==> src/decode_pkg.sv <==
// RV32IM decode stage shared definitions
// ISA opcodes, control encodings and the packets between the stages
`default_nettype none

package decode_pkg;

    // ============================
    // Widths
    // ============================
    localparam int XLEN       = 32;    // Data and address width
    localparam int REG_ADDR_W = 5;     // x0..x31

    // ============================
    // Opcodes (RV32IM subset)
    // ============================
    localparam logic [6:0] OPC_OP     = 7'b011_0011; // Register-register, incl. muldiv
    localparam logic [6:0] OPC_OP_IMM = 7'b001_0011;
    localparam logic [6:0] OPC_LOAD   = 7'b000_0011;
    localparam logic [6:0] OPC_STORE  = 7'b010_0011;
    localparam logic [6:0] OPC_BRANCH = 7'b110_0011;
    localparam logic [6:0] OPC_LUI    = 7'b011_0111;
    localparam logic [6:0] OPC_AUIPC  = 7'b001_0111;
    localparam logic [6:0] OPC_JAL    = 7'b110_1111;
    localparam logic [6:0] OPC_JALR   = 7'b110_0111;

    // funct7 values of interest
    localparam logic [6:0] F7_BASE   = 7'h00;
    localparam logic [6:0] F7_ALT    = 7'h20;  // SUB, SRA, SRAI
    localparam logic [6:0] F7_MULDIV = 7'h01;  // M extension

    // ALU operation select
    localparam logic [2:0] ALU_ADD   = 3'd0;   // ADD/SUB, also LUI/AUIPC
    localparam logic [2:0] ALU_CMP   = 3'd1;   // SLT family
    localparam logic [2:0] ALU_SHIFT = 3'd2;
    localparam logic [2:0] ALU_XOR   = 3'd3;
    localparam logic [2:0] ALU_AND   = 3'd4;
    localparam logic [2:0] ALU_OR    = 3'd5;
    localparam logic [2:0] ALU_LINK  = 3'd6;   // pc + 4 for JAL/JALR

    // Immediate format select
    localparam logic [2:0] IMM_NONE  = 3'd0;
    localparam logic [2:0] IMM_I     = 3'd1;
    localparam logic [2:0] IMM_S     = 3'd2;
    localparam logic [2:0] IMM_B     = 3'd3;
    localparam logic [2:0] IMM_SHAMT = 3'd4;
    localparam logic [2:0] IMM_J     = 3'd5;
    localparam logic [2:0] IMM_U     = 3'd6;

    // Shifter control
    localparam logic [1:0] SHIFT_SRL = 2'd0;   // Default
    localparam logic [1:0] SHIFT_SLL = 2'd1;
    localparam logic [1:0] SHIFT_SRA = 2'd2;

    // ============================
    // Packets
    // ============================
    typedef struct packed {
        logic [XLEN-1:0] pc;
        logic [XLEN-1:0] instr;
        logic            valid;
        logic            is_predicted;
        logic [XLEN-1:0] predicted_target;
    } fetch_t;

    // Raw fields plus one-hot and class flags
    typedef struct packed {
        logic [REG_ADDR_W-1:0] rs1;
        logic [REG_ADDR_W-1:0] rs2;
        logic [REG_ADDR_W-1:0] rd;
        logic [7:0]            funct3;  // One-hot of instr[14:12]
        logic r, i, l, s, b;            // OP, OP-IMM, LOAD, STORE, BRANCH
        logic lui, auipc, jal, jalr;
        logic base, alt, muldiv;        // funct7 flags
    } instr_fields_t;

    typedef struct packed {
        logic       alu_en;
        logic       branch_en;
        logic       load_en;
        logic       store_en;
        logic       mul_en;
        logic       div_en;
        logic       wren;
        logic       use_rs1;
        logic       use_rs2;
        logic       use_pc;
        logic       use_imm;
        logic [2:0] alu_op;
        logic       alu_sub_en;
        logic       alu_signed_cmp;
        logic [1:0] alu_shift_ctrl;
        logic [7:0] branch_op;          // BEQ..BGEU, JAL, JALR
        logic [3:0] lsu_bytemask;
        logic       lsu_signed;
        logic [1:0] mul_op;
        logic [1:0] div_op;
    } ctrl_t;

    typedef struct packed {
        ctrl_t                 ctrl;
        logic [REG_ADDR_W-1:0] rs1;
        logic [REG_ADDR_W-1:0] rs2;
        logic [REG_ADDR_W-1:0] rd;
        logic [XLEN-1:0]       imm;
        logic [XLEN-1:0]       pc;
        logic                  is_predicted;
        logic [XLEN-1:0]       predicted_target;
    } decode_t;

    // Subset for the hazard unit
    typedef struct packed {
        logic [REG_ADDR_W-1:0] rs1;
        logic [REG_ADDR_W-1:0] rs2;
        logic [REG_ADDR_W-1:0] rd;
        logic                  use_rs1;
        logic                  use_rs2;
        logic                  load_en;
        logic                  store_en;
        logic                  mul_en;
        logic                  div_en;
        logic                  wren;
    } hazard_t;

endpackage

`default_nettype wire

==> src/ctrl_gen.sv <==
// Control generator
// Unit enables, operand-use flags and per-unit operation codes
// for ALU, branch unit, LSU, multiplier and divider
`timescale 1ns/1ps
`default_nettype none

module ctrl_gen (
    input  wire decode_pkg::instr_fields_t i_fields,
    output decode_pkg::ctrl_t              o_ctrl
);

    logic alu_r;        // OP without muldiv
    logic alu_any;      // Register or immediate ALU form
    logic ls_byte;      // LB, LBU, SB
    logic ls_half;      // LH, LHU, SH

    always_comb begin : class_terms
        alu_r   = i_fields.r & ~i_fields.muldiv;
        alu_any = alu_r | i_fields.i;
        ls_byte = (i_fields.l & (i_fields.funct3[0] | i_fields.funct3[4]))
                | (i_fields.s & i_fields.funct3[0]);
        ls_half = (i_fields.l & (i_fields.funct3[1] | i_fields.funct3[5]))
                | (i_fields.s & i_fields.funct3[1]);
    end

    always_comb begin : ctrl_decode
        // ============================
        // Unit enables
        // ============================
        o_ctrl.alu_en    = alu_r | i_fields.i | i_fields.lui | i_fields.auipc;
        o_ctrl.branch_en = i_fields.b | i_fields.jal | i_fields.jalr;
        o_ctrl.load_en   = i_fields.l;
        o_ctrl.store_en  = i_fields.s;
        o_ctrl.mul_en    = i_fields.r & i_fields.muldiv & (|i_fields.funct3[3:0]);
        o_ctrl.div_en    = i_fields.r & i_fields.muldiv & (|i_fields.funct3[7:4]);

        // Operand usage, all low when unsupported
        o_ctrl.use_rs1 = i_fields.r | i_fields.i | i_fields.l | i_fields.s
                       | i_fields.b | i_fields.jalr;
        o_ctrl.use_rs2 = i_fields.r | i_fields.s | i_fields.b;
        o_ctrl.use_pc  = i_fields.b | i_fields.auipc | i_fields.jal;
        o_ctrl.use_imm = i_fields.i | i_fields.l | i_fields.s | i_fields.b
                       | i_fields.lui | i_fields.auipc | i_fields.jal | i_fields.jalr;
        o_ctrl.wren    = i_fields.r | i_fields.i | i_fields.l | i_fields.lui
                       | i_fields.auipc | i_fields.jal | i_fields.jalr;  // No rd for S/B

        // ============================
        // ALU
        // ============================
        o_ctrl.alu_op = decode_pkg::ALU_ADD;           // Also LUI/AUIPC
        if (alu_any) begin
            if (i_fields.funct3[2] | i_fields.funct3[3])      o_ctrl.alu_op = decode_pkg::ALU_CMP;
            else if (i_fields.funct3[1] | i_fields.funct3[5]) o_ctrl.alu_op = decode_pkg::ALU_SHIFT;
            else if (i_fields.funct3[4])                      o_ctrl.alu_op = decode_pkg::ALU_XOR;
            else if (i_fields.funct3[6])                      o_ctrl.alu_op = decode_pkg::ALU_OR;
            else if (i_fields.funct3[7])                      o_ctrl.alu_op = decode_pkg::ALU_AND;
        end else if (i_fields.jal | i_fields.jalr) begin
            o_ctrl.alu_op = decode_pkg::ALU_LINK;      // rd = pc + 4
        end

        o_ctrl.alu_sub_en     = alu_r & i_fields.funct3[0] & i_fields.alt;  // SUB only
        o_ctrl.alu_signed_cmp = alu_any & i_fields.funct3[2];               // SLT, SLTI

        o_ctrl.alu_shift_ctrl = decode_pkg::SHIFT_SRL;
        if (alu_any & i_fields.funct3[1])
            o_ctrl.alu_shift_ctrl = decode_pkg::SHIFT_SLL;
        else if (alu_any & i_fields.funct3[5] & i_fields.alt)
            o_ctrl.alu_shift_ctrl = decode_pkg::SHIFT_SRA;

        // ============================
        // Branch, LSU, mul/div
        // ============================
        o_ctrl.branch_op = {i_fields.jalr, i_fields.jal,
                            {6{i_fields.b}} & {i_fields.funct3[7:4], i_fields.funct3[1:0]}};

        // Word unless byte or half, also for non-memory ops
        o_ctrl.lsu_bytemask = {~(ls_byte | ls_half), ~(ls_byte | ls_half), ~ls_byte, 1'b1};
        o_ctrl.lsu_signed   = i_fields.l & (i_fields.funct3[0] | i_fields.funct3[1]); // LB, LH

        // funct3[1:0] back out of the one-hot
        o_ctrl.mul_op = {2{o_ctrl.mul_en}}
                      & {i_fields.funct3[2] | i_fields.funct3[3],
                         i_fields.funct3[1] | i_fields.funct3[3]};
        o_ctrl.div_op = {2{o_ctrl.div_en}}
                      & {i_fields.funct3[6] | i_fields.funct3[7],
                         i_fields.funct3[5] | i_fields.funct3[7]};
    end

endmodule

`default_nettype wire

==> src/field_decoder.sv <==
// Instruction field decoder
// Slices register indexes, one-hot decodes funct3 and flags funct7,
// classifies the opcode into one class flag, none when unsupported
`timescale 1ns/1ps
`default_nettype none

module field_decoder (
    input  wire logic [decode_pkg::XLEN-1:0] i_instr,   // Raw instruction word
    output decode_pkg::instr_fields_t        o_fields   // Decoded fields and flags
);

    logic [6:0] opcode;
    logic [2:0] funct3;
    logic [6:0] funct7;

    // ============================
    // Field extraction
    // ============================
    always_comb begin : field_extract
        opcode = i_instr[6:0];
        funct3 = i_instr[14:12];
        funct7 = i_instr[31:25];
    end

    // ============================
    // Decode
    // ============================
    always_comb begin : field_decode
        // Register indexes pass straight through
        o_fields.rs1    = i_instr[19:15];
        o_fields.rs2    = i_instr[24:20];
        o_fields.rd     = i_instr[11:7];

        o_fields.funct3 = 8'b0000_0001 << funct3;       // Binary to one-hot

        // Opcode classes, at most one high
        o_fields.r      = (opcode == decode_pkg::OPC_OP);
        o_fields.i      = (opcode == decode_pkg::OPC_OP_IMM);
        o_fields.l      = (opcode == decode_pkg::OPC_LOAD);
        o_fields.s      = (opcode == decode_pkg::OPC_STORE);
        o_fields.b      = (opcode == decode_pkg::OPC_BRANCH);
        o_fields.lui    = (opcode == decode_pkg::OPC_LUI);
        o_fields.auipc  = (opcode == decode_pkg::OPC_AUIPC);
        o_fields.jal    = (opcode == decode_pkg::OPC_JAL);
        o_fields.jalr   = (opcode == decode_pkg::OPC_JALR);

        // funct7 flags, meaningful for OP and shift immediates only
        o_fields.base   = (funct7 == decode_pkg::F7_BASE);
        o_fields.alt    = (funct7 == decode_pkg::F7_ALT);    // SUB / SRA
        o_fields.muldiv = (funct7 == decode_pkg::F7_MULDIV); // M extension
    end

endmodule

`default_nettype wire

==> src/imm_gen.sv <==
// Immediate generator
// Builds all six RISC-V immediate formats, then selects one by class
`timescale 1ns/1ps
`default_nettype none

module imm_gen (
    input  wire logic [decode_pkg::XLEN-1:0] i_instr,
    input  wire decode_pkg::instr_fields_t   i_fields,
    output logic [decode_pkg::XLEN-1:0]      o_imm
);

    logic [decode_pkg::XLEN-1:0] imm_i;     // OP-IMM, LOAD, JALR
    logic [decode_pkg::XLEN-1:0] imm_s;     // STORE
    logic [decode_pkg::XLEN-1:0] imm_b;     // BRANCH
    logic [decode_pkg::XLEN-1:0] imm_sh;    // SLLI/SRLI/SRAI
    logic [decode_pkg::XLEN-1:0] imm_j;     // JAL
    logic [decode_pkg::XLEN-1:0] imm_u;     // LUI, AUIPC
    logic [2:0]                  imm_sel;
    logic                        shamt_form;

    // ============================
    // Formats
    // ============================
    always_comb begin : imm_formats
        imm_i  = {{20{i_instr[31]}}, i_instr[31:20]};
        imm_s  = {{20{i_instr[31]}}, i_instr[31:25], i_instr[11:7]};
        imm_b  = {{20{i_instr[31]}}, i_instr[7], i_instr[30:25], i_instr[11:8], 1'b0};
        imm_sh = {27'd0, i_instr[24:20]};                 // Zero-extended shamt
        imm_j  = {{12{i_instr[31]}}, i_instr[19:12], i_instr[20], i_instr[30:21], 1'b0};
        imm_u  = {i_instr[31:12], 12'h000};
    end

    // Shift immediates win over the plain I form
    always_comb begin : imm_select
        shamt_form = i_fields.i & (i_fields.funct3[1] | i_fields.funct3[5]);
        if (shamt_form)                                 imm_sel = decode_pkg::IMM_SHAMT;
        else if (i_fields.i | i_fields.l | i_fields.jalr) imm_sel = decode_pkg::IMM_I;
        else if (i_fields.s)                            imm_sel = decode_pkg::IMM_S;
        else if (i_fields.b)                            imm_sel = decode_pkg::IMM_B;
        else if (i_fields.jal)                          imm_sel = decode_pkg::IMM_J;
        else if (i_fields.lui | i_fields.auipc)         imm_sel = decode_pkg::IMM_U;
        else                                            imm_sel = decode_pkg::IMM_NONE;
    end

    always_comb begin : imm_mux
        case (imm_sel)
            decode_pkg::IMM_I:     o_imm = imm_i;
            decode_pkg::IMM_S:     o_imm = imm_s;
            decode_pkg::IMM_B:     o_imm = imm_b;
            decode_pkg::IMM_SHAMT: o_imm = imm_sh;
            decode_pkg::IMM_J:     o_imm = imm_j;
            decode_pkg::IMM_U:     o_imm = imm_u;
            default:               o_imm = '0;        // OP and unsupported
        endcase
    end

endmodule

`default_nettype wire

==> src/instr_decoder_top.sv <==
// RV32IM instruction decode stage
// Field decode feeds immediate and control generation in parallel,
// results are registered as a decode packet and a hazard packet
`timescale 1ns/1ps
`default_nettype none

module instr_decoder_top (
    input  wire logic                i_clk,
    input  wire logic                i_arst_n,
    input  wire logic                i_flush,
    input  wire decode_pkg::fetch_t  i_fetch,          // From fetch, valid inside
    input  wire logic                i_ready,          // Downstream ready
    output logic                     o_ready,
    output decode_pkg::decode_t      o_decode,
    output logic                     o_decode_valid,
    output decode_pkg::hazard_t      o_hazard,
    output logic                     o_hazard_valid
);

    decode_pkg::instr_fields_t   fields;
    decode_pkg::ctrl_t           ctrl;
    logic [decode_pkg::XLEN-1:0] imm;
    decode_pkg::decode_t         decode_next;
    decode_pkg::hazard_t         hazard_next;

    // ============================
    // Combinational decode
    // ============================
    field_decoder u_field_decoder (
        .i_instr  (i_fetch.instr),
        .o_fields (fields)
    );

    imm_gen u_imm_gen (
        .i_instr  (i_fetch.instr),
        .i_fields (fields),
        .o_imm    (imm)
    );

    ctrl_gen u_ctrl_gen (
        .i_fields (fields),
        .o_ctrl   (ctrl)
    );

    // Packet assembly
    always_comb begin : packet_pack
        decode_next.ctrl             = ctrl;
        decode_next.rs1              = fields.rs1;
        decode_next.rs2              = fields.rs2;
        decode_next.rd               = fields.rd;
        decode_next.imm              = imm;
        decode_next.pc               = i_fetch.pc;
        decode_next.is_predicted     = i_fetch.is_predicted;
        decode_next.predicted_target = i_fetch.predicted_target;

        hazard_next.rs1      = fields.rs1;      // Same source as the decode packet
        hazard_next.rs2      = fields.rs2;
        hazard_next.rd       = fields.rd;
        hazard_next.use_rs1  = ctrl.use_rs1;
        hazard_next.use_rs2  = ctrl.use_rs2;
        hazard_next.load_en  = ctrl.load_en;
        hazard_next.store_en = ctrl.store_en;
        hazard_next.mul_en   = ctrl.mul_en;
        hazard_next.div_en   = ctrl.div_en;
        hazard_next.wren     = ctrl.wren;
    end

    // ============================
    // Output registers
    // ============================
    stage_reg #(.payload_t(decode_pkg::decode_t)) u_decode_reg (
        .i_clk    (i_clk),
        .i_arst_n (i_arst_n),
        .i_flush  (i_flush),
        .i_valid  (i_fetch.valid),
        .i_ready  (i_ready),
        .i_data   (decode_next),
        .o_ready  (o_ready),
        .o_valid  (o_decode_valid),
        .o_data   (o_decode)
    );

    // Same handshake, so its ready matches the one above
    stage_reg #(.payload_t(decode_pkg::hazard_t)) u_hazard_reg (
        .i_clk    (i_clk),
        .i_arst_n (i_arst_n),
        .i_flush  (i_flush),
        .i_valid  (i_fetch.valid),
        .i_ready  (i_ready),
        .i_data   (hazard_next),
        .o_ready  (),
        .o_valid  (o_hazard_valid),
        .o_data   (o_hazard)
    );

endmodule

`default_nettype wire

==> src/stage_reg.sv <==
// Pipeline stage register with valid/ready handshake and flush
// Holds one item, accepts a new one on the edge the old one leaves
`timescale 1ns/1ps
`default_nettype none

module stage_reg #(
    parameter type payload_t = logic
) (
    input  wire logic     i_clk,
    input  wire logic     i_arst_n,
    input  wire logic     i_flush,     // Drops the held item and the input
    input  wire logic     i_valid,
    input  wire logic     i_ready,     // Downstream can take the item
    input  wire payload_t i_data,
    output logic          o_ready,
    output logic          o_valid,
    output payload_t      o_data
);

    logic     valid_q;
    payload_t data_q;
    logic     accept;

    assign o_ready = i_ready | ~valid_q;        // Empty or draining this edge
    assign accept  = i_valid & o_ready & ~i_flush;

    always_ff @(posedge i_clk or negedge i_arst_n) begin : stage_seq
        if (!i_arst_n) begin
            valid_q <= 1'b0;
            data_q  <= '0;
        end else begin
            if (i_flush)
                valid_q <= 1'b0;
            else if (o_ready)
                valid_q <= i_valid;             // Refill or go empty
            if (accept)
                data_q <= i_data;               // Hold otherwise
        end
    end

    assign o_valid = valid_q;
    assign o_data  = data_q;

endmodule

`default_nettype wire

==> config.mk <==
export PLATFORM = sky130hd
export DESIGN_NAME = instr_decoder_top
export DESIGN_NICKNAME = d
export VERILOG_FILES = /design/src/decode_pkg.sv /design/src/ctrl_gen.sv /design/src/field_decoder.sv /design/src/imm_gen.sv /design/src/instr_decoder_top.sv /design/src/stage_reg.sv
export SDC_FILE = /design/constraint.sdc
export NUM_CORES = 1
export LEC_CHECK = 0
export ABC_AREA = 1
export BUFFER_PORTS_ARGS = -buffer_cell sky130_fd_sc_hd__buf_2
export CORE_MARGIN = 4
export CORE_UTILIZATION = 53
export DETAILED_ROUTE_END_ITERATION = 10
export GPL_TIMING_DRIVEN = 0
export PLACE_DENSITY = 0.83
export SYNTH_ARGS = -nofsm -noshare
export SYNTH_HDL_FRONTEND = slang
export SYNTH_SLANG_ARGS = --single-unit
==> constraint.sdc <==
create_clock -name i_clk -period 2.45 [get_ports i_clk]
set_input_delay 0.49 -clock i_clk [delete_from_list [all_inputs] [get_ports i_clk]]
set_output_delay 0.49 -clock i_clk [all_outputs]
set_load 0.05 [all_outputs]
==> results by group, run 1 <==
Timing
  – Worst Hold Margin: 0.01888 ns
  – Final WS setup: 0.7162 ns
  – Final setup violation count: 0
  – Fin. max-slew vios: 0
  – Worst Clk Skew: 0.007766 ns
  – Max Clk Rate: 0.5768 GHz
  – Relative slew slack: 0.6081
  – Final Hold Viols: 0
  – Post-route minimum period: 1.734 ns
  – Worst-margin pin slew: 0.5834 ns
  – Fin crit share: 0.7077
  – RSZ-0062 raised after global routing: no
  – Setup TNS: 0 ns

Logic synthesis
  – Async set-reset flop share out of synthesis: 1.000
  – Area contributors post-synth: dfrtp_1 (59%), nand2_1 (20%), o21ai_0 (4.3%)
  – Synth cell count leaders: nand2_1 (375), dfrtp_1 (170), o21ai_0 (62), inv_1 (38), nor2_1 (30)
  – Synth warn: 0
  – Sequential share of the synthesized area: 0.5906
  – Syn nets: 931
  – Yosys top cell by area: dfrtp_1
  – Post-synth EDFFs: 0
  – Synth top area share: 0.5906
  – Distinct cell type count after synthesis: 34
  – Area of the mapped netlist: 7203 um2
  – Most frequent cell after synthesis: nand2_1
  – Flops & latches, synth: 170
  – Synthesized area per cell: 8.689 um2
  – Top FF cell, synth: dfrtp_1
  – Post-synthesis instance total: 829

Die
  – Chip width: 124.6 um
  – Ports: 274
  – Die Span Y: 124.6 um
  – Core Region: 13300 um2
  – Die area: 15520 um2
  – Initial core utilization: 0.5418
  – FP Rows: 42

Placed design
  – GP Congestion: 0.8960
  – Hpwl dp: 16030 um
  – Worst slack, placed: 0.4054 ns
  – Port Buf Inserts: 273

Clock network
  – Clock Path Buffers: 2
  – Cts bufs inserted: 17
  – Quantity of gates resized following cts: 0
  – H-tree levels: 4
  – Clk sink count: 170
  – Clock latency on the worst-skew pair: 0.43 ns
  – Clock slew at reported path FFs: 0.06 ns
  – Setup Fix Bufs, Post-CTS: 0
  – CTS tree: yes
  – Cts hold-fix bufs: 0
  – Root Buffer: clkbuf_16

Layout
  – Final design utilization: 0.7085
  – # nets final: 1224
  – Area Growth Syn to Fin: 30.76%
  – Share of layout cells above drive strength 1: 0.3242

Route
  – WL/cell: 16.55 um
  – Routed Antenna Nets: 0
  – Vias/cell: 5.191
  – Final WL: 21710 um
  – Initial drt markers: 698
  – Vias: 6810
  – First-pass DRT Iterations: 5
  – DRC: 0

Power
  – Worst vdd ir: 0.4666 mV
  – P_leak: 5.639 nW
  – PD cells: 835.4 nW/um2

Global route
  – Pin count of the biggest net entering global routing: 94
  – Gr ovfl total: 0
  – Antenna violations before repair: 1
  – First-pass GRT wire length: 35030 um
  – GRT Total Usage: 0.2840
  – Number of global-route vias before repair: 6644

Critical path
  – Worst path cell trace: buf_2 -> inv_2 -> nand4_1 -> nor3_1 -> nand2_1 -> nor2_1 -> nand2_1 -> o21ai_0
  – Critical Path Fanout Max: 5
  – Reg-to-Reg Start: u_decode_reg.o_valid
  – CP Capture Type: flip-flop
  – Critical-path top delay cell: nor3_1
  – Worst reg2reg path endpoint: u_decode_reg.o_data[138]
  – Critical path class: primary input to flip-flop
  – Crit path launch type: primary input
  – Critical Path RT: 2.79 ns
  – WP data arrival: 2.08 ns
  – R2R Setup Slk: 0.72 ns
  – CP max stage delay: 0.47 ns
  – Reg2reg path depth: 6
  – CP most frequent cell: nand2_1

Worst hold path
  – Hold Path Class: primary input to asynchronous set/reset pin

Run status
  – Outcome: complete, no violations

Flow run
  – Max-Cap Viols: 0
[flip-flops by register name, summed over array words and instances (netlist names)]
register / flops
u_decode_reg.o_data: 146
u_hazard_reg.o_data: 22
u_decode_reg.o_valid: 1
u_hazard_reg.o_valid: 1
[cells in the final DEF (no fill, tap or decap), drive strengths merged, types with 5 or more instances in the layout]
cell type / synthesis / final
a21oi: 20 / 20
buf: 25 / 299
clkbuf: 18 / 40
dfrtp: 170 / 170
inv: 44 / 45
nand2: 379 / 379
nand3: 41 / 41
nand4: 5 / 5
nor2: 39 / 39
nor3: 5 / 5
o21ai: 65 / 65
[report_power, final]
group          internal [W]  switching [W]  total [W]
combinational      0.000411        0.00155    0.00196
clock               0.00158        0.00109    0.00267
sequential          0.00308       0.000152    0.00324
[layout make-up]
type                    count  area (um2)
repair buffers            274        1404
clock inverters            10       115.1
well taps                 176       220.2
fillers                  1036        3876
flip-flops and latches    170        4254
inverters                  44       165.2
plain buffers              43       211.5
clock buffers              22       474.2
multi-input cells         572        2572
diodes                      1       2.502
[worst max-delay path by stage]
| stage | from | end | cells past startpoint |
|---|---|---|---|
| after global placement | i_arst_n | u_decode_reg.o_data[80] | 1 |
| after floorplan | u_decode_reg.o_valid | u_decode_reg.o_data[126] | 6 |
| after CTS | u_decode_reg.o_valid | u_decode_reg.o_data[138] | 6 |
| after global routing | u_decode_reg.o_valid | u_decode_reg.o_data[138] | 6 |
| after detailed placement | i_fetch[65] | u_decode_reg.o_data[113] | 8 |
| final | i_fetch[65] | u_decode_reg.o_data[113] | 8 |
[routing by layer]
| layer | GRT usage | vias to the layer above | part of all wire |
|---|---|---|---|
| met5 | 0 | - | 0 |
| met3 | 0.07333 | 64 | 0.080 |
| met4 | 0.1225 | 0 | 0.042 |
| met1 | 0.3708 | 3228 | 0.41 |
| li1 | - | 3203 | - |
| met2 | 0.4513 | 315 | 0.47 |
[critical path: cells and delay by family]
family | cells | cell delay (ns)
compound gates | 1 | 0.17
buf+inv | 2 | 0.26
simple gates | 5 | 1.15
[stage by stage]
stage | power [W] | instances | cell area [um2]
finish | 0.007868 | 1312 | 9419
detailed placement | 0.005233 | 1279 | 8827
global route | 0.008163 | 1312 | 9419
CTS | 0.007887 | 1311 | 9417
floorplan | 0.004622 | 829 | 7203
global placement | 0.005193 | 1278 | 8790
[logic make-up (layout without fill, tap and decap cells)]
kind of cell,after synthesis,in the layout,synth area share
other,0,1,0
buffers and inverters,87,393,0.05228
AND/OR/NAND/NOR,471,471,0.2819
flip-flops,170,170,0.5906
AO/OA/AOI/OAI,101,101,0.07521
No activity file was read; power rests on OpenSTA's default activity.
==> run 2, diff against run 1 <==
--- a/config.mk
+++ b/config.mk
@@ -8,10 +8,10 @@
 export ABC_AREA = 1
 export BUFFER_PORTS_ARGS = -buffer_cell sky130_fd_sc_hd__buf_2
 export CORE_MARGIN = 4
-export CORE_UTILIZATION = 53
+export CORE_UTILIZATION = 49
 export DETAILED_ROUTE_END_ITERATION = 10
 export GPL_TIMING_DRIVEN = 0
-export PLACE_DENSITY = 0.83
+export PLACE_DENSITY = 0.78
 export SYNTH_ARGS = -nofsm -noshare
 export SYNTH_HDL_FRONTEND = slang
 export SYNTH_SLANG_ARGS = --single-unit
==> constraint.sdc (replaced) <==
create_clock -name i_clk -period 1.6 [get_ports i_clk]
set_input_delay 0.32 -clock i_clk [delete_from_list [all_inputs] [get_ports i_clk]]
set_output_delay 0.32 -clock i_clk [all_outputs]
set_load 0.05 [all_outputs]
==> run 2 against run 1 <==
Clock skew down 0.0012 ns. Sequential power up 53%. Critical path type is now flip-flop to flip-flop. Worst hold slack better by 0.053 ns. Global-route usage down 2.1 points. Non-clock buffer count up 1. Routed wire length about the same. Critical path depth down 2. Die area up 7.6%. Via count down 2.2%. Core utilization down 5.1 points. Register-to-register slack worse by 0.65 ns. Final area up 1.0%.
==> results by group, run 2 (synthesis gave the netlist of run 1 again) <==
Layout
  – Share of layout cells above drive strength 1: 0.3380
  – FF/Latch Area: 4255 um2
  – Most frequent cells in the layout: nand2_1 (374), buf_2 (288), dfrtp_1 (169), o21ai_0 (60), inv_1 (38)
  – Most common cell after layout, fill and taps aside: nand2_1
  – Multi-input gate area: 2585 um2
  – Fin cells: 1321
  – # nets final: 1225
  – Max FFs per register: 146
  – Area Growth Syn to Fin: 32.12%
  – Filler Cell Count: 1264
  – Cell area after layout: 9517 um2

Die
  – Die Span Y: 129.2 um
  – Initial core utilization: 0.4975
  – Chip width: 129.2 um
  – FP Rows: 44
  – Core Region: 14480 um2
  – Ports: 274
  – Die area: 16700 um2

Timing
  – Relative slew slack: 0.6138
  – Max Clk Rate: 0.6512 GHz
  – Setup TNS: 0 ns
  – Post-route minimum period: 1.536 ns
  – Worst Clk Skew: 0.006584 ns
  – Fin. max-slew vios: 0
  – Final Hold Viols: 0
  – RSZ-0062 raised after global routing: yes
  – Worst-margin pin slew: 0.5793 ns
  – Final setup violation count: 0
  – Worst Hold Margin: 0.07234 ns
  – Fin crit share: 0.9597

Critical path
  – Critical path class: flip-flop to flip-flop
  – Critical Path Fanout Max: 10
  – WP data arrival: 1.89 ns
  – Crit path launch type: flip-flop
  – Critical Path RT: 1.96 ns
  – Reg-to-Reg Start: u_decode_reg.o_valid
  – Worst reg2reg path endpoint: u_decode_reg.o_data[72]
  – Crit path launch: u_decode_reg.o_valid
  – CP Capture Point: u_decode_reg.o_data[72]
  – CP Capture Type: flip-flop
  – R2R Setup Slk: 0.06 ns
  – Reg2reg path depth: 6

Clock network
  – Clock Path Buffers: 2
  – Root Buffer: clkbuf_16
  – Cts bufs inserted: 17
  – Setup Fix Bufs, Post-CTS: 0
  – Clock slew at reported path FFs: 0.07 ns
  – Clk sink count: 170
  – Clock latency on the worst-skew pair: 0.42 ns
  – CTS tree: yes
  – H-tree levels: 4

Power
  – Worst vdd ir: 0.9344 mV
  – P_sw: 0.004330 W
  – P_leak: 5.701 nW
  – Reg power frac: 0.401
  – Clock Power Share: 0.357
  – Sw frac: 0.3502
  – PD cells: 1299 nW/um2
  – Pint: 0.008036 W
  – Comb pwr share: 0.242

Placed design
  – GP Congestion: 0.9278
  – Placed cell areas: 8846 um2
  – Inst Count DP: 1287
  – Port Buf Inserts: 273
  – Hpwl dp: 16420 um

Route
  – Final WL: 21730 um
  – Vias/cell: 5.044
  – Vias: 6663
  – WL/cell: 16.45 um
  – Routed Antenna Nets: 0
  – DRC: 0
  – First-pass DRT Iterations: 5
  – Initial drt markers: 466

Worst hold path
  – Hold Path Class: primary input to flip-flop

Global route
  – GRT Total Usage: 0.2633
  – Pin count of the biggest net entering global routing: 95
  – First-pass GRT wire length: 34040 um
  – Number of global-route vias before repair: 6533
  – Gr ovfl total: 0
  – Antenna violations before repair: 1

Run status
  – Outcome: complete, no violations

Flow run
  – Max-Cap Viols: 0
[run 2: cell types whose count changed in the layout (fill, tap and decap cells not counted), sizes merged]
cell / delta
inv: +3
bufinv: +2
dlygate4sd3: +1
clkbuf: -1
clkinv: -2
buf: -2
[run 2: layer usage]
| metal | up-vias | GRT usage | part of all wire |
|---|---|---|---|
| li1 | 3194 | - | - |
| met2 | 247 | 0.4125 | 0.49 |
| met3 | 43 | 0.06636 | 0.074 |
| met4 | 0 | 0.1038 | 0.029 |
| met5 | - | 0 | 0 |
| met1 | 3179 | 0.3545 | 0.41 |
[run 2: what timing repair did]
| item | in CTS | in global routing |
|---|---|---|
| pin swaps | 0 | 1 |
| endpoints found under the hold margin | 76 | 0 |
| resized for setup | 5 | 19 |
| hold buffers | 1 | 0 |
| gates cloned | 0 | 0 |
| endpoints found under the setup margin | 22 | 98 |
[run 2: area by class of cell]
cell class	instances	area share
Sequential cell	170	0.4471
Multi-Input combinational cell	572	0.2716
Inverter	44	0.01735
Timing Repair Buffer	275	0.1486
Clock buffer	19	0.04654
Antenna cell	1	0.0002630
Clock inverter	13	0.01998
Tap cell	184	0.02419
Buffer	43	0.02432
[run 2: worst min-delay path by stage]
stage / start / to / slack (ns) / cells past startpoint
after floorplan: i_arst_n / u_decode_reg.o_data[0] / 0.02 / 0
after global placement: u_decode_reg.o_data[50] / u_decode_reg.o_data[50] / 0.46 / 2
after detailed placement: i_arst_n / u_decode_reg.o_data[60] / 0.33 / 1
after CTS: i_flush / u_decode_reg.o_valid / 0.06 / 2
after global routing: i_fetch[95] / u_decode_reg.o_data[62] / 0.06 / 3
final: i_flush / u_decode_reg.o_valid / 0.07 / 2
[run 2: critical path, cell delays in order, from the launching register on]
cell and delay [ns]:
dfrtp_2 0.38, nand2_4 0.05, nand2_1 0.17, buf_2 0.30, buf_1 0.37, nand2_1 0.10, nand2_1 0.09
[run 2: stage by stage]
step | setup slack, ns | util | total power, W
final | 0.06445 | 0.6573 | 0.01237
after global routing | -0.07870 | 0.6573 | 0.01286
after CTS | 0.007778 | 0.6559 | 0.01243
after detailed placement | -0.3007 | 0.6110 | 0.008022
after global placement | -2.731 | 0.6084 | 0.007961
after floorplan | 0.02932 | - | 0.007080
[run 2: power by group through the flow]
stage | Sequential (W) | Clock [W] | Combinational [W]
after floorplan | 0.00653 | 0 | 0.000549
after global placement | 0.00501 | 0 | 0.00295
after detailed placement | 0.00502 | 0 | 0.00300
after CTS | 0.00496 | 0.00447 | 0.00301
after global routing | 0.00501 | 0.00469 | 0.00317
final | 0.00496 | 0.00441 | 0.00299
==> run 3, diff against run 2 <==
--- a/config.mk
+++ b/config.mk
@@ -7,11 +7,13 @@
 export LEC_CHECK = 0
 export ABC_AREA = 1
 export BUFFER_PORTS_ARGS = -buffer_cell sky130_fd_sc_hd__buf_2
+export CELL_PAD_IN_SITES_DETAIL_PLACEMENT = 1
+export CELL_PAD_IN_SITES_GLOBAL_PLACEMENT = 1
 export CORE_MARGIN = 4
-export CORE_UTILIZATION = 49
+export CORE_UTILIZATION = 35
 export DETAILED_ROUTE_END_ITERATION = 10
 export GPL_TIMING_DRIVEN = 0
-export PLACE_DENSITY = 0.78
+export PLACE_DENSITY = 0.77
 export SYNTH_ARGS = -nofsm -noshare
 export SYNTH_HDL_FRONTEND = slang
 export SYNTH_SLANG_ARGS = --single-unit
==> run 3 against run 2 <==
Clock skew up 0.0047 ns. Critical endpoint is now o_ready. Global-route usage shrank 3.8 points. Largest power group unchanged. Routed wire length is 18% higher.
==> results by group, run 3 (synthesis gave the netlist of run 1 again) <==
Timing
  – Setup TNS: 0 ns
  – Worst-margin pin slew: 0.6217 ns
  – Post-route minimum period: 1.521 ns
  – Relative slew slack: 0.5856
  – Final WS setup: 0.07883 ns
  – RSZ-0062 raised after global routing: no
  – Fin. max-slew vios: 0
  – Final setup violation count: 0
  – Final Hold Viols: 0
  – Worst Clk Skew: 0.01128 ns
  – Fin crit share: 0.9507
  – Max Clk Rate: 0.6574 GHz

Global route
  – Pin count of the biggest net entering global routing: 119
  – Gr ovfl total: 0
  – Number of global-route vias before repair: 7066
  – GRT Total Usage: 0.2253
  – First-pass GRT wire length: 39370 um
  – Antenna violations before repair: 1

Placed design
  – GP Congestion: 0.8118
  – Port Buf Inserts: 273
  – Hpwl dp: 19460 um
  – Worst slack, placed: -0.3927 ns

Layout
  – Filler Cell Count: 2472
  – Share of layout cells above drive strength 1: 0.3401
  – Final design utilization: 0.4727
  – Most frequent cells in the layout: nand2_1 (373), buf_2 (292), dfrtp_1 (169), o21ai_0 (60), inv_1 (37)
  – Most common cell after layout, fill and taps aside: nand2_1
  – # nets final: 1225
  – Max FFs per register: 146
  – Area Growth Syn to Fin: 32.78%

Critical path
  – Critical path class: flip-flop to output pin
  – Critical Path Fanout Max: 3
  – Crit path launch type: flip-flop
  – R2R Setup Slk: 0.15 ns
  – Worst path cell trace: nand2_4 -> buf_2
  – Crit path launch: u_decode_reg.o_valid
  – WP data arrival: 1.20 ns
  – Critical Path RT: 1.28 ns
  – Worst reg2reg path endpoint: u_decode_reg.o_data[114]
  – CP max stage delay: 0.43 ns
  – Reg2reg path depth: 6
  – Critical-path top delay cell: dfrtp_2
  – Reg-to-Reg Start: u_decode_reg.o_valid
  – CP Capture Type: output pin

Route
  – DRC: 0
  – Initial drt markers: 265
  – Final WL: 25620 um
  – First-pass DRT Iterations: 6
  – WL/cell: 18.22 um
  – Routed Antenna Nets: 0
  – Vias: 6736
  – Vias/cell: 4.791

Die
  – Ports: 274
  – Chip width: 151.5 um
  – Die Span Y: 151.5 um
  – Die area: 22940 um2
  – FP Rows: 52
  – Initial core utilization: 0.3560
  – Core Region: 20230 um2

Run status
  – Outcome: complete, no violations

Clock network
  – Clock latency on the worst-skew pair: 0.43 ns
  – CTS tree: yes
  – Setup Fix Bufs, Post-CTS: 0
  – Clock Path Buffers: 2
  – H-tree levels: 4
  – Root Buffer: clkbuf_16
  – Cts bufs inserted: 17
  – Clock slew at reported path FFs: 0.07 ns
  – Clk sink count: 170

Flow run
  – Max-Cap Viols: 0

Worst hold path
  – Hold Crit Endpoint: u_decode_reg.o_valid
  – WHS Path Cells: 2
  – Hold path startpoint: i_flush
  – Hold Path Class: primary input to flip-flop

Power
  – P_leak: 5.683 nW
  – Worst vdd ir: 0.6423 mV
  – PD cells: 1260 nW/um2
-- run 3: cell count changes in the layout (fill, tap and decap cells not counted), sizes merged --
cell	delta
clkinvlp	-3
bufinv	-3
clkbuf	-2
buf	+3
clkinv	+4
-- run 3: worst max path at each step --
stage                          endpoint  cells past startpoint
2_1_floorplan  u_decode_reg.o_data[126]                      6
3_3_place_gp       u_decode_reg.o_valid                      1
3_5_place_dp   u_decode_reg.o_data[114]                      8
4_1_cts        u_decode_reg.o_data[114]                      6
5_1_grt        u_decode_reg.o_data[126]                      6
6_report                        o_ready                      2
-- run 3: layout make-up --
class,count,area (um2),area share
antenna,1,2.502,0.0002616
clock inverter,11,112.6,0.01177
tap,270,337.8,0.03532
multi-input combinational,572,2582,0.2700
buffer,43,237.7,0.02486
sequential,170,4255,0.4449
clock buffer,20,456.7,0.04775
timing repair buffer,275,1414,0.1478
inverter,44,165.2,0.01727
-- run 3: metrics by stage --
stage / power [W] / hold WS, ns / std cells / cell area (um2)
3_3_place_gp: 0.008015 / 0.4497 / 1372 / 8916
6_report: 0.01206 / 0.06280 / 1406 / 9564
5_1_grt: 0.01262 / 0.05272 / 1405 / 9562
2_1_floorplan: 0.007080 / 0.02441 / 829 / 7212
4_1_cts: 0.01217 / 0.04905 / 1405 / 9550
3_5_place_dp: 0.008087 / 0.2610 / 1373 / 8954
-- run 3: power breakdown --
part	internal [W]	switching, W	leakage [nW]
clock network	0.00225	0.00181	0.283
logic	0.000640	0.00239	3.21
registers	0.00472	0.000241	2.19
total	0.00761	0.00444	5.68
-- run 3: timing repair --
action,CTS,global route
gates resized for setup,15,10
hold buffers,1,0
setup endpoints to repair,101,104
pin swaps,0,2
hold endpoints to repair,52,0
-- run 3: critical path: cells and delay by family (launching register included) --
kind	cells	cell delay, ns
flops	1	0.43
buf+inv	1	0.26
simple gates	1	0.09
-- run 3: routing by layer --
metal,vias to the layer above,part of all wire,routed length (um),GRT usage
met3,29,0.098,2502,0.08953
met1,3283,0.40,10370,0.2712
met4,2,0.018,457,0.06165
met5,-,0.00051,13,0
li1,3189,-,-,-
met2,233,0.48,12270,0.3759
